$ cat src/fu_macros.svh
/*
 * Sizing and latencies of the execution lanes.
 * A latency counts rising edges from the accepting edge up to and including
 * the edge that raises res_valid. The minimum is 1.
 */
`ifndef FU_MACROS_SVH
`define FU_MACROS_SVH

////////////////////
// datapath
////////////////////

// operand and result width for RV32
`define FU_XLEN      32
// physical register tag
`define FU_TAG_W     6

////////////////////
// lane latency
////////////////////

`define FU_ALU_LAT   1
// combinational multiplier modelled as a multicycle path
`define FU_MULT_LAT  4
`define FU_BR_LAT    1

`endif

$ cat src/isa_pkg.sv
/*
 * RISC-V encodings seen by the execution lanes.
 * br_cond_e matches funct3 of the B-type format.
 */
package isa_pkg;

    ////////////////////
    // function codes
    ////////////////////

    // shared by the ALU, the multiplier and the branch target adder
    typedef enum logic [3:0] {
        ALU_ADD    = 4'd0,
        ALU_SUB    = 4'd1,
        ALU_AND    = 4'd2,
        ALU_OR     = 4'd3,
        ALU_XOR    = 4'd4,
        ALU_SLT    = 4'd5,
        ALU_SLTU   = 4'd6,
        ALU_SLL    = 4'd7,
        ALU_SRL    = 4'd8,
        ALU_SRA    = 4'd9,
        ALU_MUL    = 4'd10,
        ALU_MULH   = 4'd11,
        ALU_MULHSU = 4'd12,
        ALU_MULHU  = 4'd13
    } alu_func_e;

    ////////////////////
    // operand sources
    ////////////////////

    typedef enum logic [1:0] {
        OPA_IS_RS1  = 2'd0,
        OPA_IS_NPC  = 2'd1,
        OPA_IS_PC   = 2'd2,
        OPA_IS_ZERO = 2'd3
    } opa_sel_e;

    // codes 6 and 7 are not used
    typedef enum logic [2:0] {
        OPB_IS_RS2   = 3'd0,
        OPB_IS_I_IMM = 3'd1,
        OPB_IS_S_IMM = 3'd2,
        OPB_IS_B_IMM = 3'd3,
        OPB_IS_U_IMM = 3'd4,
        OPB_IS_J_IMM = 3'd5
    } opb_sel_e;

    ////////////////////
    // branches
    ////////////////////

    typedef enum logic [2:0] {
        BR_BEQ  = 3'b000,
        BR_BNE  = 3'b001,
        BR_BLT  = 3'b100,
        BR_BGE  = 3'b101,
        BR_BLTU = 3'b110,
        BR_BGEU = 3'b111
    } br_cond_e;

    // jal and jalr are UNCOND
    typedef enum logic {
        BR_COND   = 1'b0,
        BR_UNCOND = 1'b1
    } br_kind_e;

endpackage

$ cat src/alu_core.sv
/*
 * Combinational integer ALU.
 * Shifts use the low log2(FU_XLEN) bits of B.
 * Multiply codes and unknown codes give zero.
 */
`timescale 1ns/1ps
`include "fu_macros.svh"

module alu_core (
    input  logic [`FU_XLEN-1:0] opa_i,
    input  logic [`FU_XLEN-1:0] opb_i,
    input  isa_pkg::alu_func_e  func_i,
    output logic [`FU_XLEN-1:0] result_o
);
    import isa_pkg::*;

    localparam int SHAMT_W = $clog2(`FU_XLEN);

    logic [SHAMT_W-1:0] shamt;
    logic               lt_s;
    logic               lt_u;

    assign shamt = opb_i[SHAMT_W-1:0];
    assign lt_s  = $signed(opa_i) < $signed(opb_i);
    assign lt_u  = opa_i < opb_i;

    always_comb begin
        case (func_i)
            ALU_ADD:  result_o = opa_i + opb_i;
            ALU_SUB:  result_o = opa_i - opb_i;
            ALU_AND:  result_o = opa_i & opb_i;
            ALU_OR:   result_o = opa_i | opb_i;
            ALU_XOR:  result_o = opa_i ^ opb_i;
            // compare result in bit 0
            ALU_SLT:  result_o = {{(`FU_XLEN-1){1'b0}}, lt_s};
            ALU_SLTU: result_o = {{(`FU_XLEN-1){1'b0}}, lt_u};
            ALU_SLL:  result_o = opa_i << shamt;
            ALU_SRL:  result_o = opa_i >> shamt;
            ALU_SRA:  result_o = $signed(opa_i) >>> shamt;
            default:  result_o = '0;
        endcase
    end

endmodule

$ cat config.mk
export PLATFORM = sky130hd
export DESIGN_NAME = alu_core
export DESIGN_NICKNAME = d
export VERILOG_FILES = /design/src/isa_pkg.sv /design/src/alu_core.sv
export VERILOG_INCLUDE_DIRS = /design/src /design/src/src
export SDC_FILE = /design/constraint.sdc
export NUM_CORES = 1
export LEC_CHECK = 0
export BUFFER_PORTS_ARGS = -buffer_cell sky130_fd_sc_hd__buf_2
export CORE_ASPECT_RATIO = 0.8
export CORE_MARGIN = 1
export CORE_UTILIZATION = 40
export DETAILED_ROUTE_END_ITERATION = 6
export GPL_TIMING_DRIVEN = 1
export SLEW_MARGIN = 15
export SYNTH_ARGS = -nofsm -noshare
export SYNTH_HDL_FRONTEND = slang
export SYNTH_SLANG_ARGS = --single-unit
$ cat constraint.sdc
create_clock -name vclk -period 12.75
set_input_delay 1.275 -clock vclk [all_inputs]
set_output_delay 1.275 -clock vclk [all_outputs]
set_load 0.02 [all_outputs]
After elaboration in Yosys (flattened, before gate mapping)
Cells that the tools add are included.
W data, S select, Z words.
Storage, ports and cells
  register bits after elaboration: 0
  latch bits: 0
  bits in writable memories: 0
  bits in read-only memories: 0
  input port bits: 68
  output and inout port bits: 32
  word-level logic and storage cells: 21
  memories: 0
Cells by class
  $add $sub $neg: 2
  $mul: 0
  divide/modulo/power cells: 0
  $lt $le $gt $ge: 2
  eq/ne operators: 9
  shift operators: 3
  mux-type cells: 1
  bitwise gates (word level): 3
  reductions and logical operators: 1
Operator list (count)
  $pmux W32 S10: 1
  $lt A32 B32 Y1: 2
  $add A32 B32 Y32: 1
  $and A32 B32 Y32: 1
  $or A32 B32 Y32: 1
  $shl A32 B5 Y32: 1
  $shr A32 B5 Y32: 1
  $sshr A32 B5 Y32: 1
  $sub A32 B32 Y32: 1
  $xor A32 B32 Y32: 1
  $eq A4 B3 Y1 const B: 4
  $eq A4 B2 Y1 const B: 2
  $eq A4 B4 Y1 const B: 2
  $eq A4 B1 Y1 const B: 1
  $logic_not A4 Y1: 1

Logic depth before layout (Yosys ltp)
  word-level depth: 2
  depth in mapped cells: 15
  depth with buffers taken out: 13

Worst setup path after synthesis
Ideal clock, no wire load.
  path kind: input to output
  from: input port opb_i[2]
  to: output port result_o[14]
  data arrival time: 4.770 ns
  data required time: 11.475 ns
  setup slack: 6.705 ns
  stages: 15
  path buffers: 4
  cells stage by stage: clkinv_1 buf_1 clkbuf_1 clkbuf_1 ha_1 buf_2 nand2b_1 a2111oi_2 nor3b_2 o31a_1 o21ai_1 mux2_2 nor3_1 a2111oi_0 nand2_1
Between the ends
  longest elaborated chain between the ends: 2
  elaborated cells on any way between the ends: 6
  those cells by class: add/sub: 2; shift: 3; mux: 1
RTL lines
  start: declaration: line alu_core.sv:11  | input logic [`FU_XLEN-1:0] opb_i,
  $sub A32 B32 Y32, or another cell as far along: line alu_core.sv:30  | ALU_SUB: result_o = opa_i - opb_i;
  $pmux W32 S10 *: line alu_core.sv:28  | case (func_i)
  end: declaration: line alu_core.sv:13  | output logic [`FU_XLEN-1:0] result_o
Mark *: on every way between the ends. The rest lies on a longest branch, timed or not.

Worst setup path after layout
  from: input port opb_i[3]
  to: output port result_o[29]
The elaborated chain is that of the path after synthesis.

==> results.sh <==
export IMPL_status="finished, violations left"
export IMPL_violations="design-rule violations"
export IMPL_overflow=0
export IMPL_cp_arrival_ps=5720
export IMPL_synth_top_area_share=0.144
export IMPL_synth_cell_types=76
export IMPL_initial_core_util=0.409
export IMPL_comb_power_share=1.000
export IMPL_synth_top_area_cell="ha_1"
export IMPL_via_per_inst=6.56
export IMPL_num_fill_cells=2300
export IMPL_min_period_ps=7000
export IMPL_max_slew_margin=0.197
export IMPL_fp_dieArea_um2=21700
export IMPL_min_period_over_period=0.549
export IMPL_yosysSeqAreaShare=0
export IMPL_num_vias=10500
export IMPL_synth_nets=1492
export IMPL_final_area_um2=8980
export IMPL_max_freq_ghz=0.143
export IMPL_holdPathStages=5
export IMPL_power_uw=429
export IMPL_post_cts_buffers=0
export IMPL_max_cap_violations=0
export IMPL_hp_class="input pin to primary output"
export IMPL_antenna_left=0
export IMPL_crit_chain="buf_2 > clkinv_1 > ha_1 > o21ai_0 > o21bai_1 > a211oi_1 > a21oi_1 > a31oi_1 > o21bai_1 > o221a_2 > o211ai_1 > buf_2"
export IMPL_synth_common_cells="nor2_1 (163), a21oi_1 (135), nand2_1 (131), ha_1 (97), inv_1 (94)"
export IMPL_worst_path_max_delay_cell="clkinv_1"
export IMPL_p_sw_uw=285
export IMPL_hpwl_um=30800
export IMPL_grt_pass1_wl_um=58000
export IMPL_vdd_drop_max_uv=25.2
export IMPL_tns_ps=0
export IMPL_utilization=0.434
export IMPL_drive_gt1_frac=0.128
export IMPL_synthTopCellsByArea="ha_1 (14%), mux2i_1 (8.0%), a21oi_1 (8.0%)"
export IMPL_crit_buf_inv=3
export IMPL_synth_cells=1325
export IMPL_clkbuf_count=0
export IMPL_critPathKind="input pin to primary output"
export IMPL_hold_violations=0
export IMPL_switching_share=0.664
export IMPL_areaGrowthSynthToFinish_pct=6.24
export IMPL_start_kind="input pin"
export IMPL_leakagePower_uw=0.00411
export IMPL_drt_pass1_iter_count=7
export IMPL_nFlopsAndLatches=0
export IMPL_setup_viol=0
export IMPL_min_from="opb_i[29]"
export IMPL_seq_area_um2=0
export IMPL_final_nets=1507
export IMPL_drc=2
export IMPL_io_buffers=100
export IMPL_die_h_um=132
export IMPL_crit_family="compound AO/OA/AOI/OAI gates"
export IMPL_critical_path_max_stage_delay_ps=800
export IMPL_placed_cell_area_um2=8980
export IMPL_wl_per_cell_um=24.2
export IMPL_syn_area_um2=8460
export IMPL_wl_um=38800
export IMPL_p_clk_frac=0
export IMPL_slew_violations=0
export IMPL_end_kind="primary output"
export IMPL_pwr_share_seq=0
export IMPL_place_congestion=0.986
export IMPL_grt_use_total=0.350
export IMPL_grt_pass1_vias=9392
export IMPL_synthMostInstantiatedCell="nor2_1"
export IMPL_rsz0062_at_grt="false"
export IMPL_yosysWarnings=0
export IMPL_powerDensity_nw_per_um2=47.7
export IMPL_critPathMaxFanout=38
export IMPL_ios=100
export IMPL_worstMarginPinSlew_ps=1200
export IMPL_coreArea_um2=20700
export IMPL_path_depth=12
export IMPL_num_rows=47
export IMPL_whs_endpoint="result_o[30]"
export IMPL_syn_avg_cell_area_um2=6.38
export IMPL_antenna_found_initial=2
export IMPL_power_internal_uw=144
export IMPL_drt_initial_drc_count=1360
export IMPL_postCtsResizedCells=0
export IMPL_critPathLaunch="opb_i[3]"
export IMPL_dieWidth_um=165
export IMPL_hold_buffers=0
export IMPL_cp_required_ps=11480
export IMPL_grt_max_degree=76
export IMPL_n_antenna_cell=0
## cells by family (layout without fill, tap and decap cells)
family,Yosys count,in the layout,synth area share
fa+ha+maj,99,99,0.148
compound gates,478,478,0.368
buf+inv,202,215,0.0951
simple gates,426,426,0.225
xor+xnor,15,15,0.0155
mux,105,105,0.148
## area by class of cell
type / count / area (µm²) / share of cell area
Inverter: 100 / 375 / 0.0418
Multi-Input combinational cell: 1123 / 7660 / 0.852
Tap cell: 269 / 337 / 0.0375
Timing Repair Buffer: 115 / 616 / 0.0685
## cells in the final DEF, fill, tap and decap left out, types with 9 or more instances in the layout
master	netlist	layout
o211ai_1	25	25
ha_1	97	97
buf_4	4	16
o31ai_1	10	10
nand2b_1	16	16
o21ai_0	85	85
mux2i_1	68	68
mux4_2	13	13
a211oi_1	34	34
nand2_1	131	131
o21bai_1	13	13
nand3_1	28	28
a21oi_1	135	135
buf_2	13	99
a221oi_1	13	13
and3_1	14	14
mux2_2	22	22
a21o_1	20	20
o21ai_1	24	24
nor2_1	163	163
nor3_1	16	15
o22ai_1	12	12
xnor2_1	9	9
nand4_1	9	9
a31oi_1	15	15
inv_1	94	94
or3_1	13	13
## stage by stage
step	setup WS, ps	hold slack [ps]	instances
after detailed placement	5960	3170	1607
after global placement	6080	3180	1607
final	5750	3190	1607
after floorplan	6710	2930	1325
after CTS	5940	3180	1607
after global routing	5550	3240	1607
## metal layers
| layer | track usage | share of wire |
|---|---|---|
| met3 | 0.0840 | 0.13 |
| met2 | 0.502 | 0.41 |
| met1 | 0.528 | 0.45 |
| met4 | 0.0499 | 0.017 |
| met5 | 0 | 0.00033 |
## power by group through the flow
stage	Combinational, µW	Clock (µW)	Sequential, µW
2_1_floorplan	284	0	0
3_3_place_gp	415	0	0
3_5_place_dp	414	0	0
4_1_cts	416	0	0
5_1_grt	460	0	0
6_report	429	0	0
## how the worst max path moves through the flow
stage	endpoint	slack, ps
final	result_o[29]	5750
after global routing	result_o[27]	5550
after CTS	result_o[29]	5940
after detailed placement	result_o[29]	5960
after global placement	result_o[29]	6080
after floorplan	result_o[14]	6710
Power figures use the tool's default switching activity.
