<file path="src/fu_macros.svh">
/*
 * Sizing and latencies of the execution lanes.
 * A latency counts rising edges from the accepting edge up to and including
 * the edge that raises res_valid. The minimum is 1.
 */
`ifndef FU_MACROS_SVH
`define FU_MACROS_SVH

////////////////////
// datapath
////////////////////

// operand and result width for RV32
`define FU_XLEN      32
// physical register tag
`define FU_TAG_W     6

////////////////////
// lane latency
////////////////////

`define FU_ALU_LAT   1
// combinational multiplier modelled as a multicycle path
`define FU_MULT_LAT  4
`define FU_BR_LAT    1

`endif

</file>
<file path="src/isa_pkg.sv">
/*
 * RISC-V encodings seen by the execution lanes.
 * br_cond_e matches funct3 of the B-type format.
 */
package isa_pkg;

    ////////////////////
    // function codes
    ////////////////////

    // shared by the ALU, the multiplier and the branch target adder
    typedef enum logic [3:0] {
        ALU_ADD    = 4'd0,
        ALU_SUB    = 4'd1,
        ALU_AND    = 4'd2,
        ALU_OR     = 4'd3,
        ALU_XOR    = 4'd4,
        ALU_SLT    = 4'd5,
        ALU_SLTU   = 4'd6,
        ALU_SLL    = 4'd7,
        ALU_SRL    = 4'd8,
        ALU_SRA    = 4'd9,
        ALU_MUL    = 4'd10,
        ALU_MULH   = 4'd11,
        ALU_MULHSU = 4'd12,
        ALU_MULHU  = 4'd13
    } alu_func_e;

    ////////////////////
    // operand sources
    ////////////////////

    typedef enum logic [1:0] {
        OPA_IS_RS1  = 2'd0,
        OPA_IS_NPC  = 2'd1,
        OPA_IS_PC   = 2'd2,
        OPA_IS_ZERO = 2'd3
    } opa_sel_e;

    // codes 6 and 7 are not used
    typedef enum logic [2:0] {
        OPB_IS_RS2   = 3'd0,
        OPB_IS_I_IMM = 3'd1,
        OPB_IS_S_IMM = 3'd2,
        OPB_IS_B_IMM = 3'd3,
        OPB_IS_U_IMM = 3'd4,
        OPB_IS_J_IMM = 3'd5
    } opb_sel_e;

    ////////////////////
    // branches
    ////////////////////

    typedef enum logic [2:0] {
        BR_BEQ  = 3'b000,
        BR_BNE  = 3'b001,
        BR_BLT  = 3'b100,
        BR_BGE  = 3'b101,
        BR_BLTU = 3'b110,
        BR_BGEU = 3'b111
    } br_cond_e;

    // jal and jalr are UNCOND
    typedef enum logic {
        BR_COND   = 1'b0,
        BR_UNCOND = 1'b1
    } br_kind_e;

endpackage

</file>
<file path="src/fu_pkg.sv">
/*
 * Pipeline-side types shared by the issue side and the lanes.
 * issue_t is latched whole when a lane accepts an instruction.
 * Compile after isa_pkg.
 */
`include "fu_macros.svh"

package fu_pkg;

    // physical destination register
    typedef logic [`FU_TAG_W-1:0] tag_t;

    // one issued instruction as a lane holds it
    typedef struct packed {
        isa_pkg::alu_func_e  func;
        isa_pkg::opa_sel_e   opa_sel;
        isa_pkg::opb_sel_e   opb_sel;
        isa_pkg::br_kind_e   br_kind;
        // register operands read at issue
        logic [`FU_XLEN-1:0] rs1;
        logic [`FU_XLEN-1:0] rs2;
        logic [`FU_XLEN-1:0] pc;
        // raw word, source of immediates and funct3
        logic [`FU_XLEN-1:0] inst;
        tag_t                tag;
    } issue_t;

endpackage

</file>
<file path="src/branch_resolve.sv">
/*
 * Branch decision from the latched record. Purely combinational.
 * The condition comes from funct3 in inst[14:12].
 * link_value_o is pc+4 for UNCOND and zero otherwise.
 */
`timescale 1ns/1ps
`include "fu_macros.svh"

module branch_resolve (
    input  fu_pkg::issue_t      inst_q_i,
    output logic                taken_o,
    output logic                link_o,
    output logic [`FU_XLEN-1:0] link_value_o
);
    import isa_pkg::*;

    br_cond_e cond;
    logic     cond_hit;
    logic     uncond;

    assign cond   = br_cond_e'(inst_q_i.inst[14:12]);
    assign uncond = (inst_q_i.br_kind == BR_UNCOND);

    // rs1 against rs2
    always_comb begin
        case (cond)
            BR_BEQ:  cond_hit = (inst_q_i.rs1 == inst_q_i.rs2);
            BR_BNE:  cond_hit = (inst_q_i.rs1 != inst_q_i.rs2);
            BR_BLT:  cond_hit = ($signed(inst_q_i.rs1) < $signed(inst_q_i.rs2));
            BR_BGE:  cond_hit = ($signed(inst_q_i.rs1) >= $signed(inst_q_i.rs2));
            BR_BLTU: cond_hit = (inst_q_i.rs1 < inst_q_i.rs2);
            BR_BGEU: cond_hit = (inst_q_i.rs1 >= inst_q_i.rs2);
            // funct3 2 and 3 are no branch
            default: cond_hit = 1'b0;
        endcase
    end

    // jumps are always taken
    assign taken_o      = uncond || cond_hit;
    assign link_o       = uncond;
    assign link_value_o = uncond ? (inst_q_i.pc + `FU_XLEN'd4) : '0;

    // a conditional branch carries one of the six B-type funct3 codes
    always_comb begin
        if (inst_q_i.br_kind == BR_COND) begin
            assert (cond inside {BR_BEQ, BR_BNE, BR_BLT, BR_BGE, BR_BLTU, BR_BGEU})
                else $error("branch_resolve: funct3 %0d is no branch", inst_q_i.inst[14:12]);
        end
    end

endmodule

</file>
<file path="config.mk">
export PLATFORM = sky130hd
export DESIGN_NAME = branch_resolve
export DESIGN_NICKNAME = d
export VERILOG_FILES = /design/src/isa_pkg.sv /design/src/fu_pkg.sv /design/src/branch_resolve.sv
export VERILOG_INCLUDE_DIRS = /design/src /design/src/src
export SDC_FILE = /design/constraint.sdc
export NUM_CORES = 1
export LEC_CHECK = 0
export ABC_AREA = 1
export BUFFER_PORTS_ARGS = -buffer_cell sky130_fd_sc_hd__buf_2
export CELL_PAD_IN_SITES_DETAIL_PLACEMENT = 1
export CELL_PAD_IN_SITES_GLOBAL_PLACEMENT = 1
export CORE_ASPECT_RATIO = 0.75
export CORE_MARGIN = 2
export CORE_UTILIZATION = 21
export DETAILED_ROUTE_END_ITERATION = 8
export PLACE_DENSITY = 0.92
export SETUP_SLACK_MARGIN = 0.1
export SLEW_MARGIN = 25
export SYNTH_ARGS = -nofsm -noshare
export SYNTH_HDL_FRONTEND = slang
export SYNTH_SLANG_ARGS = --single-unit
</file>
<file path="constraint.sdc">
create_clock -name vclk -period 1.7
set_clock_uncertainty 0.05 [all_clocks]
set_input_delay 0.255 -clock vclk [all_inputs]
set_output_delay 0.255 -clock vclk [all_outputs]
set_load 0.01 [all_outputs]
</file>
=== Word level (Yosys, flattened, before mapping) ===
Cells that the tools add are included.

* Eq/ne operators: 7
* Shift operators: 0
* Multiplexer cells: 2
* Bitwise operators: 0
* Add/subtract/negate cells: 1
* Multiply operators: 0
* Div/mod/pow operators: 0
* Reduce and logical (&&, ||, !) cells: 2
* Order comparisons: 4

{| class="wikitable"
|+ Operators by type and width
! kind !! number
|-
| 32-bit >= comparator || 2
|-
| 32-bit less-than comparator || 2
|-
| 32-bit by 3-bit adder with 32-bit output, second input constant || 1
|-
| 32-bit equality test || 1
|-
| 32-bit two-way mux || 1
|-
| 32-bit inequality test || 1
|-
| 3-bit equality test, second input constant || 4
|-
| 1-bit case mux with 6 select lines || 1
|-
| 3-bit by 1-bit equality test with 1-bit output, second input constant || 1
|-
| 3-bit zero test || 1
|-
| 1-bit logical OR || 1
|}

* ROM bits: 0
* Register bits: 0
* Bits in latches: 0
* Output and inout port bits: 34
* Memories kept: 0
* Memory bits (writable): 0
* Word-level logic and storage cells: 16
* Bits of input ports: 144

=== Logic depth before layout (Yosys ltp) ===
Gate-level depths: netlist (run 1).

* Word-level depth: 3
* Gate-level depth with buffers: 18
* Depth with buffers taken out: 18

=== Worst setup path before layout (run 1) ===
OpenSTA, ideal clock, no wires.

* Path type: input -> output
* From: in inst_q_i[40] in the netlist's numbering
* To: out link_value_o[20]
* Cell stages on the path: 13
* Required time: 1395 ps
* Path buffers: 0
* Slack: -187 ps
* Arrival: 1582 ps
* Path through: ha_1 nand2_2 nor2_4 nand2_2 nor2_2 nand2_2 nor2_4 nand2_2 nor2_4 nand2_4 nor2_8 o21ai_1 a21oi_1

* Cells in the longest elaborated chain, start to end: 2

{| class="wikitable"
|+ RTL lines
! element !! line !! RTL
|-
| from (decl) || branch_resolve.sv:10 || <nowiki>input fu_pkg::issue_t inst_q_i,</nowiki>
|-
| 32-bit by 3-bit adder with 32-bit output || branch_resolve.sv:41 || <nowiki>assign link_value_o = uncond ? (inst_q_i.pc + `FU_XLEN'd4) : '0;</nowiki>
|-
| 32-bit two-way mux || branch_resolve.sv:41 ||
|-
| to (decl) || branch_resolve.sv:13 || <nowiki>output logic [`FU_XLEN-1:0] link_value_o</nowiki>
|}

Every way passes these cells.

=== Final worst setup path (run 1) ===
* From: in inst_q_i[40] in the netlist's numbering
* To: out link_value_o[24]

Same word-level chain as after synthesis.

==> results of run 1 <==
## routing by layer
| metal | global-route usage | wire, um | part of all wire |
|---|---|---|---|
| met1 | 0.209 | 4400 | 0.35 |
| met2 | 0.426 | 7080 | 0.57 |
| met3 | 0.0182 | 504 | 0.041 |
| met4 | 0.0565 | 448 | 0.036 |
| met5 | 0 | 0 | 0 |
## power by group through the flow
stage / logic, mW / registers (mW) / clock network [mW]
final: 0.928 / 0 / 0
after global routing: 1.00 / 0 / 0
after CTS: 0.789 / 0 / 0
after detailed placement: 0.707 / 0 / 0
after global placement: 0.659 / 0 / 0
after floorplan: 0.331 / 0 / 0
## per-stage QoR
| stage | TNS, ps | utilization | area, um2 |
|---|---|---|---|
| 5_1_grt | -9600 | 0.473 | 4230 |
| 2_1_floorplan | -464 | - | 2080 |
| 3_5_place_dp | -7300 | 0.371 | 3310 |
| 6_report | -7490 | 0.473 | 4230 |
| 4_1_cts | -4650 | 0.423 | 3780 |
| 3_3_place_gp | -6130 | 0.371 | 3310 |
## timing repair
| item | CTS | global route |
|---|---|---|
| setup buffers | 15 | 16 |
| pin swaps | 27 | 47 |
| endpoints found under the setup margin | 27 | 27 |
| resized for setup | 101 | 87 |
| endpoints found under the hold margin | 0 | 0 |
## Yosys cell counts
master and number:
a21o_1 1, a21oi_1 25, a221oi_1 2, a31oi_1 2, buf_2 1, buf_4 1
clkbuf_1 2, clkinv_1 1, ha_1 33, inv_1 65, inv_2 2, nand2_1 82
nand2_2 6, nand2_4 1, nand3_1 14, nand4_1 11, nand4_2 1, nor2_1 45
nor2_2 3, nor2_4 5, nor2_8 1, nor3_1 14, nor3_2 1, nor3_4 1
nor4_1 4, o21a_1 2, o21ai_0 11, o21ai_1 3, xnor2_1 1, xor2_1 7
## path summary, 6_finish.rpt
path | to | cells past startpoint | start
worst min-delay path | link_value_o[0] | 4 | inst_q_i[38]
worst max-delay path | link_value_o[24] | 16 | inst_q_i[40]
## layout make-up
class | instances | area, um2 | area share
multi-input combinational | 276 | 2300 | 0.543
timing repair buffer | 218 | 1510 | 0.356
inverter | 68 | 285 | 0.0675
tap | 112 | 140 | 0.0332
## critical path: stages
cell and delay, ps:
buf_8 80, ha_4 140, nand2_4 50, nor2_4 90, nand2_2 80, nor2_4 100, nand2_2 80, nor2_4 120
nand2_2 100, nor2_4 140, nand2_4 100, nor2_8 180, nand4_1 110, nand2_1 90, nor2_1 50, buf_2 130
## kinds of logic (layout without fill, tap and decap cells)
| group | Yosys count | count (layout) | share of synthesized area |
|---|---|---|---|
| AOI/OAI and AO/OA | 46 | 46 | 0.130 |
| xor gates and xnor gates | 8 | 8 | 0.0369 |
| adders and majority gates | 33 | 33 | 0.217 |
| buffers and inverters | 72 | 286 | 0.145 |
| and+or+nand+nor | 189 | 189 | 0.470 |
==> results.json, run 1 <==
{
  "grt_pass1_vias": 3536,
  "ioPinCount": 178,
  "synth_area_um2": 1900,
  "setup_ws_ps": -515,
  "fill_cells": 1146,
  "status": "complete, but fails checks",
  "critPathCaptureType": "primary output",
  "synth_warnings": 0,
  "rsz0062_at_grt": "true",
  "portBuffers": 134,
  "nets": 741,
  "maxSlewViolCount": 0,
  "cts_hold_buffers": 0,
  "post-place-ws_ps": -572,
  "die_y_um": 86.4,
  "hold_viol": 0,
  "dp_hpwl_um": 8080,
  "period_share": 1.30,
  "antenna_found_initial": 0,
  "clkbuf_count": 0,
  "gp_congestion": 0.861,
  "insertedDiodeCount": 0,
  "violations": "negative setup slack",
  "grt_use_total": 0.201,
  "p_comb_frac": 1.000,
  "worstPathRequired_ps": 1390,
  "intPower_mw": 0.427,
  "final_cells": 674,
  "start_kind": "input port",
  "setup_viol": 25,
  "drt_iter0_markers": 148,
  "cp_max_fo": 6,
  "synth.distinct_cells": 30,
  "seq_cell_count": 0,
  "pwr-share-seq": 0,
  "p_leak_nw": 2.27,
  "yosysTopAreaCellShare": 0.217,
  "p_per_area_nw_per_um2": 220,
  "routed_wl_um": 12400,
  "yosys.area.top_type": "ha_1",
  "viasPerCell": 4.99,
  "slew_headroom": 0.803,
  "die_w_um": 114,
  "p_total_mw": 0.928,
  "ant_nets": 0,
  "grt_pass1_wl_um": 16200,
  "regArea_um2": 0,
  "dr_total_vias": 3365,
  "syn2layout_area_growth_pct": 123,
  "synthTopCellsByArea": "ha_1 22%, nand2_1 16%, inv_1 13%, nor2_1 8.9%, a21oi_1 6.6%",
  "synth_area_per_cell_um2": 5.46,
  "fmax_mhz": 452,
  "drive_above_1_share": 0.628,
  "crit_arrival_ps": 1910,
  "worst_pin_slew_ps": 293,
  "wl_per_cell_um": 18.4,
  "std_cell_rows": 30,
  "overflow": 0,
  "layout_commonest_cell": "buf_2",
  "initial_core_util": 0.213,
  "vdd_drop_max_mv": 0.135,
  "grt_start_max_net_pins": 16,
  "mostFrequentLayoutCells": "116 x buf_2, 68 x buf_4, 53 x nand2_1",
  "whs_ps": 727,
  "path_class": "in2out",
  "period_minus_slack_ps": 2210,
  "synth_nets": 525,
  "drv_cap": 0,
  "p_sw_frac": 0.540,
  "placed_cells": 649,
  "drc": 0,
  "pwr-share-clk": 0,
  "min_path_type": "in2out",
  "p_switching_mw": 0.501,
  "die-area_um2": 9830,
  "yosysSeqAreaShare": 0,
  "firstDrtPassIters": 4,
  "syn_inst": 348,
  "core_area_um2": 8930
}
Power figures use the tool's default switching activity.
==> run 2, diff against run 1 <==
--- a/config.mk
+++ b/config.mk
@@ -14,7 +14,7 @@
 export CORE_MARGIN = 2
 export CORE_UTILIZATION = 21
 export DETAILED_ROUTE_END_ITERATION = 8
-export PLACE_DENSITY = 0.92
+export PLACE_DENSITY = 0.89
 export SETUP_SLACK_MARGIN = 0.1
 export SLEW_MARGIN = 25
 export SYNTH_ARGS = -nofsm -noshare
==> results.json, run 2 (synthesized netlist as in run 1, its figures left out) <==
{
  "slew_headroom": 0.771,
  "critPathMaxStageDelay_ps": 170,
  "worstPathRequired_ps": 1390,
  "dr_total_vias": 3344,
  "p_leak_nw": 2.27,
  "die-area_um2": 9830,
  "highest_layer": "met4",
  "maxSlewViolCount": 0,
  "crit_arrival_ps": 2150,
  "violations": "negative setup slack",
  "initial_core_util": 0.213,
  "start_kind": "input port",
  "grt_use_total": 0.202,
  "fill_cells": 1163,
  "dp_hpwl_um": 8120,
  "seq_cell_count": 0,
  "ioPinCount": 178,
  "period_share": 1.44,
  "path_class": "in2out",
  "viasPerCell": 4.90,
  "firstDrtPassIters": 4,
  "cts_hold_buffers": 0,
  "core_area_um2": 8930,
  "nets": 749,
  "insertedDiodeCount": 0,
  "die_w_um": 114,
  "regArea_um2": 0,
  "ant_nets": 0,
  "wl_met2_um": 6450,
  "whs_path_depth": 4,
  "drc": 0,
  "clkbuf_count": 0,
  "routed_wl_um": 12000,
  "layout_commonest_cell": "buf_2",
  "worst_pin_slew_ps": 340,
  "status": "complete, but fails checks",
  "worstSetupStartpoint": "inst_q_i[41]",
  "period_minus_slack_ps": 2450,
  "crit_chain": "buf_12 -> ha_4 -> nand2_4 -> nor2_4 -> nand2_2 -> nor2_4 -> nand2_2 -> nor2_4 -> nand2_2 -> nor2_4 -> nand2_4 -> nor2_8 -> a31oi_1 -> nor2_1 -> buf_2",
  "syn2layout_area_growth_pct": 117,
  "final_util": 0.461,
  "cp_max_fo": 6,
  "gp_congestion": 0.876,
  "vdd_drop_max_mv": 0.126,
  "overflow": 0,
  "mostFrequentLayoutCells": "119 x buf_2, 72 x buf_4, 58 x nand2_1",
  "drv_cap": 0,
  "std_cell_rows": 30,
  "hold_viol": 0,
  "grt_pass1_vias": 3505,
  "wl_met1_um": 4510,
  "critPathCaptureType": "primary output",
  "antenna_found_initial": 0,
  "rsz0062_at_grt": "true",
  "drive_above_1_share": 0.579,
  "slowest_stage": "nor2_8",
  "crit_end": "link_value_o[24]",
  "routed-wl-met3_um": 583,
  "grt_start_max_net_pins": 16,
  "post-place-ws_ps": -575,
  "placed_cells": 648,
  "portBuffers": 134,
  "min_path_type": "in2out",
  "drt_iter0_markers": 108,
  "p_per_area_nw_per_um2": 211,
  "setup_viol": 25,
  "die_y_um": 86.4,
  "crit_top_cell": "nor2_4",
  "grt_pass1_wl_um": 16400,
  "wl_per_cell_um": 17.6,
  "final_cells": 682,
  "fmax_mhz": 408,
  "setup_ws_ps": -750
}
==> run 2: worst min path at each step <==
stage	endpoint	from	slack, ps
2_1_floorplan	link_value_o[2]	inst_q_i[40]	510
3_3_place_gp	link_value_o[1]	inst_q_i[39]	720
3_5_place_dp	link_value_o[1]	inst_q_i[39]	730
4_1_cts	link_value_o[0]	inst_q_i[38]	740
5_1_grt	link_value_o[1]	inst_q_i[39]	750
6_report	link_value_o[1]	inst_q_i[39]	740
==> run 2: what timing repair did <==
action | 4_1_cts | 5_1_grt
setup endpoints to repair | 27 | 27
setup buffers | 14 | 29
gates resized for setup | 100 | 52
pin swaps | 31 | 48
==> run 2: layer usage <==
metal  vias up  GRT usage
li1       1575          -
met1      1589      0.225
met2       142      0.411
met3        38     0.0133
met4         0     0.0621
met5         -          0
==> run 2: per-stage QoR <==
stage / area, um2 / power [mW] / hold WS, ps / setup TNS [ps]
CTS: 3720 / 0.772 / 737 / -4600
floorplan: 2080 / 0.331 / 508 / -464
detailed placement: 3300 / 0.702 / 735 / -8120
finish: 4110 / 0.866 / 735 / -9000
global placement: 3300 / 0.657 / 723 / -6150
global route: 4110 / 0.944 / 748 / -10700
==> run 2: final cells by class <==
type	instances	area [um2]	area share
Multi-Input combinational cell	276	2120	0.516
Timing Repair Buffer	226	1570	0.382
Tap cell	112	140	0.0341
Inverter	68	283	0.0687
==> run 2: where the power goes <==
group          internal (mW)  total, mW  switching (mW)
Sequential                 0          0               0
Combinational          0.400      0.866           0.466
Clock                      0          0               0
Total                  0.400      0.866           0.466
==> run 2: critical path, delay by kind of cell <==
kind | cells | cell delay, ps
AND/OR/NAND/NOR | 11 | 1380
buffers and inverters | 2 | 240
adder cells (fa/ha/maj) | 1 | 140
AO/OA/AOI/OAI | 1 | 140
==> run 3, diff against run 2 <==
--- a/config.mk
+++ b/config.mk
@@ -11,11 +11,11 @@
 export CELL_PAD_IN_SITES_DETAIL_PLACEMENT = 1
 export CELL_PAD_IN_SITES_GLOBAL_PLACEMENT = 1
 export CORE_ASPECT_RATIO = 0.75
-export CORE_MARGIN = 2
 export CORE_UTILIZATION = 21
 export DETAILED_ROUTE_END_ITERATION = 8
 export PLACE_DENSITY = 0.89
 export SETUP_SLACK_MARGIN = 0.1
+export SKIP_LAST_GASP = 1
 export SLEW_MARGIN = 25
 export SYNTH_ARGS = -nofsm -noshare
 export SYNTH_HDL_FRONTEND = slang
==> results.json, run 3 (synthesized netlist as in run 1, its figures left out) <==
{
  "setup_viol": 26,
  "ant_nets": 0,
  "final_cells": 671,
  "nets": 742,
  "syn2layout_area_growth_pct": 128,
  "whs_ps": 733,
  "clkbuf_count": 0,
  "fmax_mhz": 450,
  "p_leak_nw": 2.24,
  "worstPathRequired_ps": 1390,
  "status": "complete, but fails checks",
  "dp_hpwl_um": 7650,
  "pwr-share-seq": 0,
  "hold_viol": 0,
  "viasPerCell": 4.95,
  "drc": 9,
  "seq_cell_count": 0,
  "maxSlewViolCount": 0,
  "p_per_area_nw_per_um2": 231,
  "worst_pin_slew_ps": 368,
  "final_util": 0.505,
  "cts_hold_buffers": 0,
  "hold_end": "link_value_o[1]",
  "wl_per_cell_um": 18.7,
  "regArea_um2": 0,
  "hp-start": "inst_q_i[39]",
  "finalSetupTns_ps": -7580,
  "initial_core_util": 0.221,
  "pwr-share-clk": 0,
  "slew_headroom": 0.753,
  "gp_congestion": 0.880,
  "path_class": "in2out",
  "die-area_um2": 9430,
  "fill_cells": 1073,
  "routed_wl_um": 12500,
  "layout_commonest_cell": "buf_2",
  "grt_use_total": 0.199,
  "dr_total_vias": 3319,
  "ioPinCount": 178,
  "cp_max_fo": 6,
  "p_comb_frac": 1.000,
  "rsz0062_at_grt": "true",
  "p_sw_frac": 0.531,
  "min_path_type": "in2out",
  "insertedDiodeCount": 0,
  "drive_above_1_share": 0.659,
  "placed_cells": 644,
  "die_y_um": 84.4,
  "violations": "design-rule violations, negative setup slack",
  "firstDrtPassIters": 6,
  "p_switching_mw": 0.533,
  "std_cell_rows": 29,
  "overflow": 0,
  "grt_start_max_net_pins": 16,
  "setup_ws_ps": -523,
  "grt_pass1_wl_um": 15700,
  "core_area_um2": 8600,
  "crit_arrival_ps": 1920,
  "period_minus_slack_ps": 2220,
  "antenna_found_initial": 0,
  "critPathCaptureType": "primary output",
  "whs_path_depth": 4,
  "portBuffers": 134,
  "intPower_mw": 0.470,
  "start_kind": "input port",
  "die_w_um": 112,
  "drt_iter0_markers": 144,
  "mostFrequentLayoutCells": "117 x buf_2, 68 x buf_4, 51 x nand2_1",
  "drv_cap": 0,
  "vdd_drop_max_mv": 0.0973,
  "period_share": 1.31,
  "grt_pass1_vias": 3446
}
run 3: metal layers:
layer	GRT usage	vias to the layer above	wire length, um	part of all wire
met1	0.223	1576	4540	0.36
met4	0.0455	0	614	0.049
li1	-	1557	-	-
met5	0	-	0	0
met2	0.401	138	6830	0.54
met3	0.0173	48	549	0.044
run 3: what timing repair did:
item	CTS	global route
pin swaps	44	77
gates cloned	0	0
resized for setup	87	112
endpoints found under the setup margin	26	26
setup buffers	14	22
run 3: how the worst max path moves through the flow:
stage | end | cells after the start | start
2_1_floorplan | link_value_o[24] | 13 | inst_q_i[40]
4_1_cts | taken_o | 17 | inst_q_i[81]
5_1_grt | taken_o | 16 | inst_q_i[79]
3_3_place_gp | taken_o | 17 | inst_q_i[101]
3_5_place_dp | taken_o | 17 | inst_q_i[85]
6_report | link_value_o[22] | 15 | inst_q_i[40]
run 3: power by group through the flow:
| stage | Combinational (mW) | Sequential, mW | Clock [mW] |
|---|---|---|---|
| global placement | 0.658 | 0 | 0 |
| global route | 1.08 | 0 | 0 |
| CTS | 0.770 | 0 | 0 |
| finish | 1.00 | 0 | 0 |
| floorplan | 0.331 | 0 | 0 |
| detailed placement | 0.698 | 0 | 0 |
run 3: layout make-up:
class | instances | area [um2] | area share
Tap cell | 108 | 135 | 0.0311
Multi-Input combinational cell | 276 | 2410 | 0.555
Inverter | 68 | 285 | 0.0657
Timing Repair Buffer | 219 | 1510 | 0.348
run 3: through the flow:
step                      setup WS, ps  power, mW  area (um2)
after floorplan                   -114      0.331        2080
after global placement            -461      0.658        3300
after detailed placement          -515      0.698        3300
after CTS                         -425      0.770        3700
after global routing              -649       1.08        4340
final                             -523       1.00        4340
run 3: critical path, stage by stage:
cell and delay, ps:
buf_8 80, ha_4 150, nand2_4 60, nor2_4 100
nand2_2 80, nor2_4 110, nand2_2 90, nor2_4 150
nand2_4 80, nor2_4 130, nand2_4 90, nor2_8 140
a21oi_2 80, nor3_2 130, buf_2 180
