**config.mk**
```make
export PLATFORM = sky130hd
export DESIGN_NAME = fu_issue_ctrl
export DESIGN_NICKNAME = d
export VERILOG_FILES = /design/src/isa_pkg.sv /design/src/fu_pkg.sv /design/src/fu_issue_ctrl.sv
export VERILOG_INCLUDE_DIRS = /design/src /design/src/src
export SDC_FILE = /design/constraint.sdc
export NUM_CORES = 1
export LEC_CHECK = 0
export ABC_CLOCK_PERIOD_IN_PS = 4600
export BUFFER_PORTS_ARGS = -buffer_cell sky130_fd_sc_hd__buf_4
export CAP_MARGIN = 20
export CORE_MARGIN = 10
export CORE_UTILIZATION = 37
export CTS_BUF_LIST = sky130_fd_sc_hd__clkbuf_16
export DETAILED_ROUTE_END_ITERATION = 7
export GPL_TIMING_DRIVEN = 0
export PLACE_DENSITY = 0.77
export RECOVER_POWER = 100
export SYNTH_ARGS = -nofsm -noshare
export SYNTH_HDL_FRONTEND = slang
export SYNTH_SLANG_ARGS = --single-unit
```
**constraint.sdc**
```tcl
create_clock -name clk_i -period 4.6 [get_ports clk_i]
set_input_delay 0.46 -clock clk_i [delete_from_list [all_inputs] [get_ports clk_i]]
set_output_delay 0.46 -clock clk_i [all_outputs]
set_load 0.005 [all_outputs]
```
**src/fu_macros.svh**
```systemverilog
/*
 * Sizing and latencies of the execution lanes.
 * A latency counts rising edges from the accepting edge up to and including
 * the edge that raises res_valid. The minimum is 1.
 */
`ifndef FU_MACROS_SVH
`define FU_MACROS_SVH

////////////////////
// datapath
////////////////////

// operand and result width for RV32
`define FU_XLEN      32
// physical register tag
`define FU_TAG_W     6

////////////////////
// lane latency
////////////////////

`define FU_ALU_LAT   1
// combinational multiplier modelled as a multicycle path
`define FU_MULT_LAT  4
`define FU_BR_LAT    1

`endif

```
**src/isa_pkg.sv**
```systemverilog
/*
 * RISC-V encodings seen by the execution lanes.
 * br_cond_e matches funct3 of the B-type format.
 */
package isa_pkg;

    ////////////////////
    // function codes
    ////////////////////

    // shared by the ALU, the multiplier and the branch target adder
    typedef enum logic [3:0] {
        ALU_ADD    = 4'd0,
        ALU_SUB    = 4'd1,
        ALU_AND    = 4'd2,
        ALU_OR     = 4'd3,
        ALU_XOR    = 4'd4,
        ALU_SLT    = 4'd5,
        ALU_SLTU   = 4'd6,
        ALU_SLL    = 4'd7,
        ALU_SRL    = 4'd8,
        ALU_SRA    = 4'd9,
        ALU_MUL    = 4'd10,
        ALU_MULH   = 4'd11,
        ALU_MULHSU = 4'd12,
        ALU_MULHU  = 4'd13
    } alu_func_e;

    ////////////////////
    // operand sources
    ////////////////////

    typedef enum logic [1:0] {
        OPA_IS_RS1  = 2'd0,
        OPA_IS_NPC  = 2'd1,
        OPA_IS_PC   = 2'd2,
        OPA_IS_ZERO = 2'd3
    } opa_sel_e;

    // codes 6 and 7 are not used
    typedef enum logic [2:0] {
        OPB_IS_RS2   = 3'd0,
        OPB_IS_I_IMM = 3'd1,
        OPB_IS_S_IMM = 3'd2,
        OPB_IS_B_IMM = 3'd3,
        OPB_IS_U_IMM = 3'd4,
        OPB_IS_J_IMM = 3'd5
    } opb_sel_e;

    ////////////////////
    // branches
    ////////////////////

    typedef enum logic [2:0] {
        BR_BEQ  = 3'b000,
        BR_BNE  = 3'b001,
        BR_BLT  = 3'b100,
        BR_BGE  = 3'b101,
        BR_BLTU = 3'b110,
        BR_BGEU = 3'b111
    } br_cond_e;

    // jal and jalr are UNCOND
    typedef enum logic {
        BR_COND   = 1'b0,
        BR_UNCOND = 1'b1
    } br_kind_e;

endpackage

```
**src/fu_pkg.sv**
```systemverilog
/*
 * Pipeline-side types shared by the issue side and the lanes.
 * issue_t is latched whole when a lane accepts an instruction.
 * Compile after isa_pkg.
 */
`include "fu_macros.svh"

package fu_pkg;

    // physical destination register
    typedef logic [`FU_TAG_W-1:0] tag_t;

    // one issued instruction as a lane holds it
    typedef struct packed {
        isa_pkg::alu_func_e  func;
        isa_pkg::opa_sel_e   opa_sel;
        isa_pkg::opb_sel_e   opb_sel;
        isa_pkg::br_kind_e   br_kind;
        // register operands read at issue
        logic [`FU_XLEN-1:0] rs1;
        logic [`FU_XLEN-1:0] rs2;
        logic [`FU_XLEN-1:0] pc;
        // raw word, source of immediates and funct3
        logic [`FU_XLEN-1:0] inst;
        tag_t                tag;
    } issue_t;

endpackage

```
**src/fu_issue_ctrl.sv**
```systemverilog
/*
 * Handshake and valid pipeline of one lane. LATENCY must be 1 or more.
 * Only one instruction is in flight. ready_o also rises in the cycle the
 * result is acknowledged, so issue can go back to back.
 * flush_i squashes the pipeline and hides a result at the head at once.
 */
`timescale 1ns/1ps

module fu_issue_ctrl #(
    parameter int LATENCY = 1
) (
    input  logic           clk_i,
    input  logic           rst_i,
    input  logic           flush_i,
    input  logic           valid_i,
    output logic           ready_o,
    input  fu_pkg::issue_t inst_i,
    output fu_pkg::issue_t inst_q_o,
    output logic           res_valid_o,
    input  logic           ack_i
);
    logic [LATENCY-1:0] valid_sh;
    logic [LATENCY-1:0] valid_nxt;
    logic               accept;
    logic               consume;
    logic               stall;

    assign accept  = valid_i && ready_o;
    assign consume = res_valid_o && ack_i;
    // result waiting on the broadcaster
    assign stall   = res_valid_o && !ack_i;

    // MSB is the result slot
    assign res_valid_o = valid_sh[LATENCY-1] && !flush_i;
    // empty lane or the head leaves this cycle
    assign ready_o = (valid_sh == '0) || consume;

    // instruction record, loaded on acceptance
    always_ff @(posedge clk_i) begin
        if (accept) begin
            inst_q_o <= inst_i;
        end
    end

    ////////////////////
    // valid pipeline
    ////////////////////

    if (LATENCY == 1) begin : g_single
        assign valid_nxt = accept;
    end else begin : g_shift
        // old head falls off the top
        assign valid_nxt = {valid_sh[LATENCY-2:0], accept};
    end

    always_ff @(posedge clk_i) begin
        if (rst_i || flush_i) begin
            valid_sh <= '0;
        end else if (!stall) begin
            valid_sh <= valid_nxt;
        end
    end

    ////////////////////
    // checks
    ////////////////////

    // held result keeps both valid and payload until acked
    a_hold_until_ack : assert property (@(posedge clk_i) disable iff (rst_i)
        res_valid_o && !ack_i |=> flush_i || (res_valid_o && $stable(inst_q_o)))
        else $error("fu_issue_ctrl: result dropped or changed before ack");

    // no second issue while the accepted one is still in the lane
    a_busy_not_ready : assert property (@(posedge clk_i) disable iff (rst_i)
        accept && !flush_i |=> !ready_o || consume)
        else $error("fu_issue_ctrl: ready while busy");

endmodule

```
==> Yosys cells after proc, flatten, opt, wreduce, memory -nomap -nowiden <==
Cells that the tools add are included.
W data, S select, Z words.
{ "word_totals": {"inputBits": 149, "word_cells": 19, "ff_bits": 145} }
{ "classes": {"reduce_logical": 8, "bitwise": 1} }
{ "op_table": {"columns": ["cell", "count"], "rows": [
  ["$logic_and A1 B1 Y1", 4],
  ["$logic_not A1 Y1", 2],
  ["$logic_or A1 B1 Y1", 2],
  ["$not A1 Y1", 1]
]} }

==> Depth between registers and ports, before layout <==
Gate-level depths: netlist (run 1).
{ "depth": {"depth_word": 5, "ltp_mapped": 2, "depth_no_buf": 2} }

==> Worst setup path after synthesis (run 1) <==
No wires, ideal clock.
{ "synth_path": {"path_kind": "in2reg", "startpoint": "input flush_i", "endpoint": "register inst_q_o[0] in the netlist's numbering (enable)", "cell_stages": 2, "n_path_buf": 0, "slack_ns": -0.327, "required_time_ns": 4.049, "setup_ns": 0.551, "t_arrival_ns": 4.376, "cell_sequence": "nand2b_4 a21boi_2"} }
{ "synth_via": {"elab_chain_len": 5} }
{ "synth_rtl": {"columns": ["element", "line_no", "rtl"], "rows": [
  ["start, declared", "fu_issue_ctrl.sv:14", "input logic flush_i,"],
  ["$logic_not A1 Y1", "fu_issue_ctrl.sv:34", "assign res_valid_o = valid_sh[LATENCY-1] && !flush_i;"],
  ["$logic_and A1 B1 Y1", "fu_issue_ctrl.sv:34", null],
  ["$logic_and A1 B1 Y1", "fu_issue_ctrl.sv:29", "assign consume = res_valid_o && ack_i;"],
  ["$logic_or A1 B1 Y1", "fu_issue_ctrl.sv:36", "assign ready_o = (valid_sh == '0) || consume;"],
  ["$logic_and A1 B1 Y1", "fu_issue_ctrl.sv:28", "assign accept = valid_i && ready_o;"],
  ["named net accept", "fu_issue_ctrl.sv:24", "logic accept;"],
  ["end signal, assigned", "fu_issue_ctrl.sv:41", "inst_q_o <= inst_i;"],
  ["end, declared", "fu_issue_ctrl.sv:18", "output fu_pkg::issue_t inst_q_o,"]
]} }
The timed path passes the listed nets, and every way through them passes these cells.
A chain may end at the register's enable or synchronous reset.

==> Worst setup path after layout (run 1) <==
{ "layout_path": {"startpoint": "register valid_sh", "endpoint": "register inst_q_o[3] in the netlist's numbering (enable)"} }
{ "layout_via": {"elab_chain_len": 4, "elab_cells_between_ends": 5} }
{ "layout_rtl": {"columns": ["element", "line_no", "rtl"], "rows": [
  ["start, declared", "fu_issue_ctrl.sv:22", "logic [LATENCY-1:0] valid_sh;"],
  ["start signal, assigned", "fu_issue_ctrl.sv:60", "valid_sh <= valid_nxt;"],
  ["$logic_and A1 B1 Y1", "fu_issue_ctrl.sv:34", null],
  ["$logic_and A1 B1 Y1", "fu_issue_ctrl.sv:29", null],
  ["$logic_or A1 B1 Y1 *", "fu_issue_ctrl.sv:36", null],
  ["$logic_and A1 B1 Y1 *", "fu_issue_ctrl.sv:28", null],
  ["named net accept", "fu_issue_ctrl.sv:24", null]
]} }
The timed path passes the listed nets; every way through them passes the cells marked *.

==> impl_results.md, run 1 <==
- Clock power share: 0.396
- Final TNS setup: 0 ns
- Distinct cells, synth: 8
- Clock transition at the registers of the reported paths: 0.05 ns
- Arrival time reported for the critical path endpoint: 3.01 ns
- Combined area of all synthesized cells: 0.00440 mm^2
- Endpoint required time on the critical path: 4.70 ns
- Commonest register cell after synthesis: sky130_fd_sc_hd__edfxtp_1
- Tot GR Track Use: 0.153
- Relative contribution of combinational cells to total power: 0.078
- Die boundary width: 129 um
- Leak: 2.81 nW
- Slew of the pin with the lowest slew margin: 2.39 ns
- Mean cell area of the mapped netlist: 28.9 um^2
- Sequential share of power: 0.526
- Yosys top cell area share: 0.983
- Endpoint, Worst Hold: inst_q_o[19]
- Row count: 39
- Syn-to-layout area delta: 61.3%
- Post-CTS Setup Repair Bufs: 0
- Sort of element at the start of the critical path: flip-flop
- Cell taking the most area after synthesis: sky130_fd_sc_hd__edfxtp_1
- Critical path endpoint category: flip-flop
- Input/output buffers: 294
- Path class of the lowest-slack min-delay path: in -> reg
- Period Utilization, post-route: 0.632
- PnR Total Power: 2.98 mW
- P per Cell Area: 420 mW/mm^2
- Clock tree from TritonCTS: yes
- Crit Path Class: reg -> reg
- Maximum number of pins on one net before global-route repair: 33
- Depth of the worst hold-timing path: 1
- Cells after synthesis: 152
- Maximum Capacitance Violations: 1
- Net switching fraction of the power: 0.195
- Largest vdd supply drop: 259 uV
- Via-to-Cell Ratio: 4.43
- Count of TritonRoute iterations in the first routing pass: 4
- Most area-consuming cells after synthesis: sky130_fd_sc_hd__edfxtp_1, sky130_fd_sc_hd__dfxtp_1, sky130_fd_sc_hd__nand2b_4
- Post-synth EDFFs: 144
- Syn. warnings: 0
- Number of hold violations in the final report: 0
- Routed wire length: 12.9 mm
- Fin Clk Skew: 0.00306 ns
- Share of layout cells above drive strength 1: 0.502
- Clock sink total: 145
- Final estimated routing congestion in global placement: 0.752
- Number of antenna violations at the first check in global routing: 0
- R2R setup slack: 1.69 ns
- Most frequent cells after synthesis: sky130_fd_sc_hd__edfxtp_1, sky130_fd_sc_hd__nor2b_1
- Proportion of synthesized flip-flops having asynchronous set or reset: 0
- Vias in the first global route: 3091
- Post-cts resize count: 0
- Number of fill cells: 915
- Most common cell in the netlist: sky130_fd_sc_hd__edfxtp_1
- Latest clock arrival within the worst-skew pair: 0.40 ns
- Clock Tree Root: sky130_fd_sc_hd__clkbuf_16
- Average wire per standard cell: 20.7 um
- HPWL after detailed placement: 10.6 mm
- RSZ-0062 raised after global routing: false
- Diode count: 0
- Floorplan die height: 129 um
- Final setup vio count: 0
- Maximum buffer depth of the clock tree: 2
- Critical R2R Capture: inst_q_o[3]
- Global-route wire length before repair: 18.4 mm
- Violations in the final reports: max-capacitance violations, max-slew violations
- Full die area: 0.0166 mm^2
- CTS Hold Bufs: 0
- Power spent charging and discharging nets: 582 uW
- Layout net count: 619
- Top fanout value on the critical path: 32
- Maximum level of the CTS H-tree: 4
- Hold path startpoint: inst_i[19]
- DRC violation count after routing: 0
- Launching point of the worst reg2reg path: valid_sh
- Final number of max-transition violations: 11
- Remaining antenna violation count after routing: 0
- Cell internal pwr: 2.40 mW
- Total clock buffers created by CTS: 17
- Number of synthesized register bits: 145
- Total number of vias: 2763
- Run status: finished, violations left
- Highest clock frequency the design can meet: 344 MHz
- Effective utilization at floorplan: 0.382
- Utilization of the core after routing: 0.616
- Seq/Total Area, Yosys: 0.988
- Placeable core area: 0.0115 mm^2
- Register-to-Register Path Depth: 3
- Slew margin rel.: -0.609
- Synthesized net count: 301
- Final Critical Period: 2.91 ns
- Iter 0 DRT Violations: 100
- Count of boundary I/O pins: 295
- Residual overflow from global routing: 0
-- cell families (layout without fill, tap and decap cells) --
logic type             Yosys count  after routing  synth area share
AOI/OAI and AO/OA                2              2           0.00427
buffers and inverters            0            328                 0
DFF                            145            145             0.988
and+or+nand+nor                  5              5           0.00768
-- registers in the layout, indices dropped and copies added, names as in the netlist --
| signal | flops |
|---|---|
| inst_q_o | 144 |
| valid_sh | 1 |
-- cell type report --
cell class / instances / area, um^2 / area share
well taps: 143 / 179 / 0.0252
clock buffers: 17 / 425 / 0.0600
clock inverters: 12 / 80.1 / 0.0113
repair buffers: 299 / 2010 / 0.284
flip-flops and latches: 145 / 4340 / 0.613
multi-input cells: 7 / 48.8 / 0.00688
-- worst max-delay path, cell delays in order (launching register included) --
cell	delay (ns)
sky130_fd_sc_hd__dfxtp_1	0.33
sky130_fd_sc_hd__a21boi_0	1.77
sky130_fd_sc_hd__buf_16	0.25
sky130_fd_sc_hd__buf_12	0.22
-- per-layer routing --
layer	share of wire	vias to the layer above	GRT usage
met5	0	-	0
met4	0.015	0	0.0649
met3	0.15	18	0.103
met2	0.52	195	0.263
met1	0.31	1299	0.139
li1	-	1251	-
-- metrics by stage --
| step | setup slack, ns | area (um^2) | std cells | hold slack (ns) |
|---|---|---|---|---|
| 2_1_floorplan | 1.18 | 4400 | 152 | 0.559 |
| 3_3_place_gp | 0.292 | 6790 | 589 | 0.638 |
| 3_5_place_dp | 2.55 | 6910 | 594 | 0.639 |
| 4_1_cts | 2.93 | 7410 | 623 | 0.201 |
| 5_1_grt | 1.47 | 7090 | 623 | 0.220 |
| 6_report | 1.69 | 7090 | 623 | 0.251 |
-- cell usage in the layout (no fill, tap or decap), types with 2 or more instances in the layout --
master,instances
sky130_fd_sc_hd__buf_1,3
sky130_fd_sc_hd__buf_12,3
sky130_fd_sc_hd__buf_16,2
sky130_fd_sc_hd__buf_4,4
sky130_fd_sc_hd__clkbuf_1,79
sky130_fd_sc_hd__clkbuf_16,17
sky130_fd_sc_hd__clkbuf_4,208
sky130_fd_sc_hd__clkinv_1,4
sky130_fd_sc_hd__clkinv_2,4
sky130_fd_sc_hd__edfxtp_1,144
sky130_fd_sc_hd__inv_1,2
sky130_fd_sc_hd__nor2b_1,2
-- how the worst max path moves through the flow --
stage / slack (ns) / from / to / cells past startpoint
3_3_place_gp: 0.29 / flush_i / inst_q_o[108] / 3
2_1_floorplan: 1.18 / flush_i / inst_q_o[0] / 2
4_1_cts: 2.93 / valid_sh / inst_q_o[143] / 3
5_1_grt: 1.47 / valid_sh / inst_q_o[92] / 3
6_report: 1.69 / valid_sh / inst_q_o[3] / 3
3_5_place_dp: 2.55 / flush_i / inst_q_o[143] / 5
-- power by group through the flow --
stage	clock, mW	sequential [mW]	combinational [mW]
2_1_floorplan	0	1.61	0.0253
3_3_place_gp	0	1.60	0.257
3_5_place_dp	0	1.60	0.280
4_1_cts	1.22	1.57	0.280
5_1_grt	1.27	1.57	0.254
6_report	1.18	1.57	0.234
(Power assumes the default switching activity.)
==> run 2, diff against run 1 <==
Settings changed: ABC_AREA set to 1, ABC_CLOCK_PERIOD_IN_PS 4600 to 2350.
Clock period 4.6 ns to 2.35 ns, I/O delays scaled along.
==> impl_results.md, run 2 <==
- Cells after synthesis: 156 (was 152)
- Synthesized net count: 305 (was 301)
- Run status: did not finish (was finished, violations left)
- Commonest register cell after synthesis: sky130_fd_sc_hd__edfxtp_1 (unchanged)
- Die boundary width: 129 um (about the same)
- Floorplan die height: 129 um (about the same)
- Maximum level of the CTS H-tree: 4 (unchanged)
- First logged error message: [ERROR RSZ-0060] Max buffer count reached.
- Clock Tree Root: sky130_fd_sc_hd__clkbuf_16 (unchanged)
- Combined area of all synthesized cells: 0.00440 mm^2 (about the same)
- HPWL after detailed placement: 10.6 mm (about the same)
- Final estimated routing congestion in global placement: 0.741 (was 0.752)
- Clock sink total: 145 (unchanged)
- Proportion of synthesized flip-flops having asynchronous set or reset: 0 (unchanged)
- Most area-consuming cells after synthesis: sky130_fd_sc_hd__edfxtp_1, sky130_fd_sc_hd__dfxtp_1, sky130_fd_sc_hd__inv_1 (was sky130_fd_sc_hd__edfxtp_1, sky130_fd_sc_hd__dfxtp_1, sky130_fd_sc_hd__nand2b_4)
- CTS Hold Bufs: 126 (was 0)
- Seq/Total Area, Yosys: 0.988 (about the same)
- Post-CTS Setup Repair Bufs: 0 (unchanged)
- Most common cell in the netlist: sky130_fd_sc_hd__edfxtp_1 (unchanged)
- Post-synth EDFFs: 144 (unchanged)
- Mean cell area of the mapped netlist: 28.2 um^2 (was 28.9 um^2)
- Failed at: clock tree synthesis (4_1_cts)
- Count of boundary I/O pins: 295 (unchanged)
- Maximum buffer depth of the clock tree: 2 (unchanged)
- Input/output buffers: 294 (unchanged)
- Most frequent cells after synthesis: sky130_fd_sc_hd__edfxtp_1, sky130_fd_sc_hd__inv_1, sky130_fd_sc_hd__nand2_1 (was sky130_fd_sc_hd__edfxtp_1, sky130_fd_sc_hd__nor2b_1)
- Total clock buffers created by CTS: 17 (unchanged)
- Distinct cells, synth: 7 (was 8)
- Yosys top cell area share: 0.984 (was 0.983)
- Number of synthesized register bits: 145 (unchanged)
- Row count: 39 (unchanged)
- Worst slack at placement: 0.370 ns (was 2.55 ns)
- Post-cts resize count: 0 (unchanged)
- Syn. warnings: 0 (unchanged)
- Cell taking the most area after synthesis: sky130_fd_sc_hd__edfxtp_1 (unchanged)
- Effective utilization at floorplan: 0.382 (about the same)
==> run 2: per-stage QoR <==
step	std cells	instance area, um^2
3_5_place_dp	596	6860
3_3_place_gp	593	6800
2_1_floorplan	156	4410
==> run 2: kinds of logic after synthesis <==
kind of cell / after synthesis / share of synthesized area
compound gates: 1 / 0.00199
buf+inv: 4 / 0.00341
flops: 145 / 0.988
simple gates: 6 / 0.00626
==> run 3, diff against run 2 <==
Settings changed: ABC_CLOCK_PERIOD_IN_PS 2350 to 3100, CORE_UTILIZATION 37 to 30, CTS_BUF_LIST sky130_fd_sc_hd__clkbuf_16 to unset, PLACE_DENSITY 0.77 to unset, PLACE_DENSITY_LB_ADDON set to 0.15.
Clock period 2.35 ns to 3.1 ns, I/O delays scaled along.
==> impl_results.md, run 3 <==
- Endpoint, Worst Hold: inst_q_o[142]
- Depth of the worst hold-timing path: 1
- Final setup vio count: 0
- Sort of element at the start of the critical path: flip-flop
- Commonest register cell after synthesis: sky130_fd_sc_hd__edfxtp_1 (unchanged)
- Combined area of all synthesized cells: 0.00440 mm^2 (unchanged)
- Dominant delay contributor by cell family on the critical path: buffers and inverters
- Die boundary width: 141 um (was 129 um)
- Average wire per standard cell: 19.7 um
- Path class of the lowest-slack min-delay path: in -> reg
- Final number of max-transition violations: 0
- Register-to-Register Path Depth: 4
- Buffering stage count on the worst path with inverters included: 2
- Clock tree from TritonCTS: yes
- Sequential share of power: 0.502
- Post-CTS Setup Repair Bufs: 0 (unchanged)
- P per Cell Area: 651 mW/mm^2
- CTS Hold Bufs: 0 (was 126)
- Vias in the first global route: 3031
- Run status: finished, final reports clean (was did not finish)
- Slew of the pin with the lowest slew margin: 0.971 ns
- Count of TritonRoute iterations in the first routing pass: 4
- R2R setup slack: 0.83 ns
- Maximum Capacitance Violations: 0
- Iter 0 DRT Violations: 118
- Power spent charging and discharging nets: 901 uW
- Row count: 44 (was 39)
- Clock power share: 0.428
- Cells after synthesis: 156 (unchanged)
- Highest clock frequency the design can meet: 441 MHz
- Input/output buffers: 294 (unchanged)
- DRC violation count after routing: 0
- Leak: 2.78 nW
- Most area-consuming cells after synthesis: sky130_fd_sc_hd__edfxtp_1, sky130_fd_sc_hd__dfxtp_1, sky130_fd_sc_hd__inv_1 (unchanged)
- Cell internal pwr: 3.73 mW
- Effective utilization at floorplan: 0.305 (was 0.382)
- Hold path startpoint: inst_i[142]
- Latest clock arrival within the worst-skew pair: 0.41 ns
- Distinct cells, synth: 7 (unchanged)
- Post-synth EDFFs: 144 (unchanged)
- Clock transition at the registers of the reported paths: 0.06 ns
- Crit Path Class: reg -> reg
- Final Critical Period: 2.27 ns
- Tot GR Track Use: 0.130
- Number of antenna violations at the first check in global routing: 0
- Flip-flop count of the largest register, all copies and words added: 144
- Top Registers: inst_q_o x144, valid_sh x1
- Number of synthesized register bits: 145 (unchanged)
- Maximum number of pins on one net before global-route repair: 46
- Seq/Total Area, Yosys: 0.988 (unchanged)
- Remaining antenna violation count after routing: 0
- Area taken by multi-input logic gates: 30.0 um^2
- Placeable core area: 0.0144 mm^2
- Fin Clk Skew: 0.00981 ns
- Net switching fraction of the power: 0.194
- Number of fill cells: 1325
- Cell taking the most area after synthesis: sky130_fd_sc_hd__edfxtp_1 (unchanged)
- Clock Tree Root: sky130_fd_sc_hd__clkbuf_16 (unchanged)
- Most common cell in the netlist: sky130_fd_sc_hd__edfxtp_1 (unchanged)
- Mean cell area of the mapped netlist: 28.2 um^2 (unchanged)
- Worst-path cell chain: nand2_1 > nand2_1 > clkinvlp_4 > clkbuf_2
- Fin Hold WS: 0.0975 ns
- Syn. warnings: 0 (unchanged)
- Clock sink total: 145 (unchanged)
- Global-route wire length before repair: 19.2 mm
- Synthesized net count: 305 (unchanged)
- Most frequent cells after synthesis: sky130_fd_sc_hd__edfxtp_1, sky130_fd_sc_hd__inv_1, sky130_fd_sc_hd__nand2_1 (unchanged)
- Count of boundary I/O pins: 295 (unchanged)
- Share of layout cells above drive strength 1: 0.482
- Critical R2R Capture: inst_q_o[116]
- Post-cts resize count: 0 (unchanged)
- Final estimated routing congestion in global placement: 0.773 (was 0.741)
- Proportion of synthesized flip-flops having asynchronous set or reset: 0 (unchanged)
- Yosys top cell area share: 0.984 (unchanged)
- Diode count: 0
- Endpoint required time on the critical path: 3.05 ns
- Critical path's most frequent cell: sky130_fd_sc_hd__nand2_1
- Via-to-Cell Ratio: 4.15
- Standard cell with the maximum stage delay on the critical path: sky130_fd_sc_hd__clkbuf_2
- Area of all sequential standard cells: 0.00434 mm^2
- Number of hold violations in the final report: 0
- Slew margin rel.: 0.352
- RSZ-0062 raised after global routing: false
- Full die area: 0.0199 mm^2
- Total clock buffers created by CTS: 17 (unchanged)
- HPWL after detailed placement: 10.8 mm (was 10.6 mm)
- Period Utilization, post-route: 0.731
- Final TNS setup: 0 ns
- Total number of vias: 2776
- Residual overflow from global routing: 0
- Syn-to-layout area delta: 61.9%
- Launching point of the worst reg2reg path: valid_sh
- PnR Total Power: 4.64 mW
- Top fanout value on the critical path: 39
- Launch point of the worst path: valid_sh
- Maximum level of the CTS H-tree: 4 (unchanged)
- Relative contribution of combinational cells to total power: 0.071
- Critical path endpoint category: flip-flop
- Arrival time reported for the critical path endpoint: 2.22 ns
- Top register by number of flip-flops: inst_q_o
- Most common cell after layout, fill and taps aside: sky130_fd_sc_hd__clkbuf_4
- Layout net count: 621
- Routed wire length: 13.2 mm
- Commonest non-fill, non-tap cells in the layout: sky130_fd_sc_hd__clkbuf_4, sky130_fd_sc_hd__edfxtp_1, sky130_fd_sc_hd__clkbuf_1
- Slowest cell delay on critical path: 0.73 ns
- Floorplan die height: 141 um (was 129 um)
- Largest vdd supply drop: 387 uV
- Maximum buffer depth of the clock tree: 2 (unchanged)
## run 3: cell counts after synthesis
No cell type changed its count.
## run 3: stage by stage
step | util | cells | area (um^2) | setup WS (ns)
after global placement | 0.474 | 634 | 6840 | -0.957
after CTS | 0.518 | 669 | 7480 | 1.09
after global routing | 0.493 | 669 | 7120 | 0.593
after detailed placement | 0.478 | 637 | 6900 | 0.947
final | 0.493 | 669 | 7120 | 0.833
after floorplan | - | 156 | 4400 | 0.0329
## run 3: worst reg2reg max path, stage by stage, from the launching register on
cell and delay, ns:
sky130_fd_sc_hd__dfxtp_1 0.33, sky130_fd_sc_hd__nand2_1 0.07, sky130_fd_sc_hd__nand2_1 0.12, sky130_fd_sc_hd__clkinvlp_4 0.52, sky130_fd_sc_hd__clkbuf_2 0.73
## run 3: worst max path at each step
| stage | to | slack, ns | depth (start not counted) |
|---|---|---|---|
| final | inst_q_o[116] | 0.83 | 4 |
| after global routing | inst_q_o[46] | 0.59 | 4 |
| after CTS | inst_q_o[31] | 1.09 | 5 |
| after detailed placement | inst_q_o[38] | 0.95 | 8 |
| after global placement | inst_q_o[135] | -0.96 | 6 |
| after floorplan | inst_q_o[0] | 0.03 | 5 |
## run 3: logic make-up after synthesis
| family | synth area share |
|---|---|
| compound gates | 0.00199 |
| buf+inv | 0.00341 |
| flops | 0.988 |
| simple gates | 0.00626 |
## run 3: area by class of cell
class,count,area share
multi-input cells,7,0.00422
flip-flops and latches,145,0.611
clock buffers,20,0.0614
well taps,184,0.0324
clock inverters,12,0.0199
repair buffers,297,0.269
inverters,4,0.00264
## run 3: power by group through the flow
stage / combinational (mW) / sequential [mW] / clock (mW)
CTS: 0.410 / 2.33 / 2.04
finish: 0.328 / 2.33 / 1.98
detailed placement: 0.410 / 2.37 / 0
floorplan: 0.0374 / 2.39 / 0
global route: 0.362 / 2.34 / 2.14
global placement: 0.393 / 2.38 / 0
## run 3: routing by layer
| metal | vias up | wire, um | share of wire | global-route usage |
|---|---|---|---|---|
| li1 | 1260 | - | - | - |
| met1 | 1281 | 4710 | 0.36 | 0.133 |
| met2 | 219 | 6100 | 0.46 | 0.199 |
| met3 | 16 | 2130 | 0.16 | 0.0917 |
| met4 | 0 | 260 | 0.020 | 0.0603 |
| met5 | - | 0 | 0 | 0 |
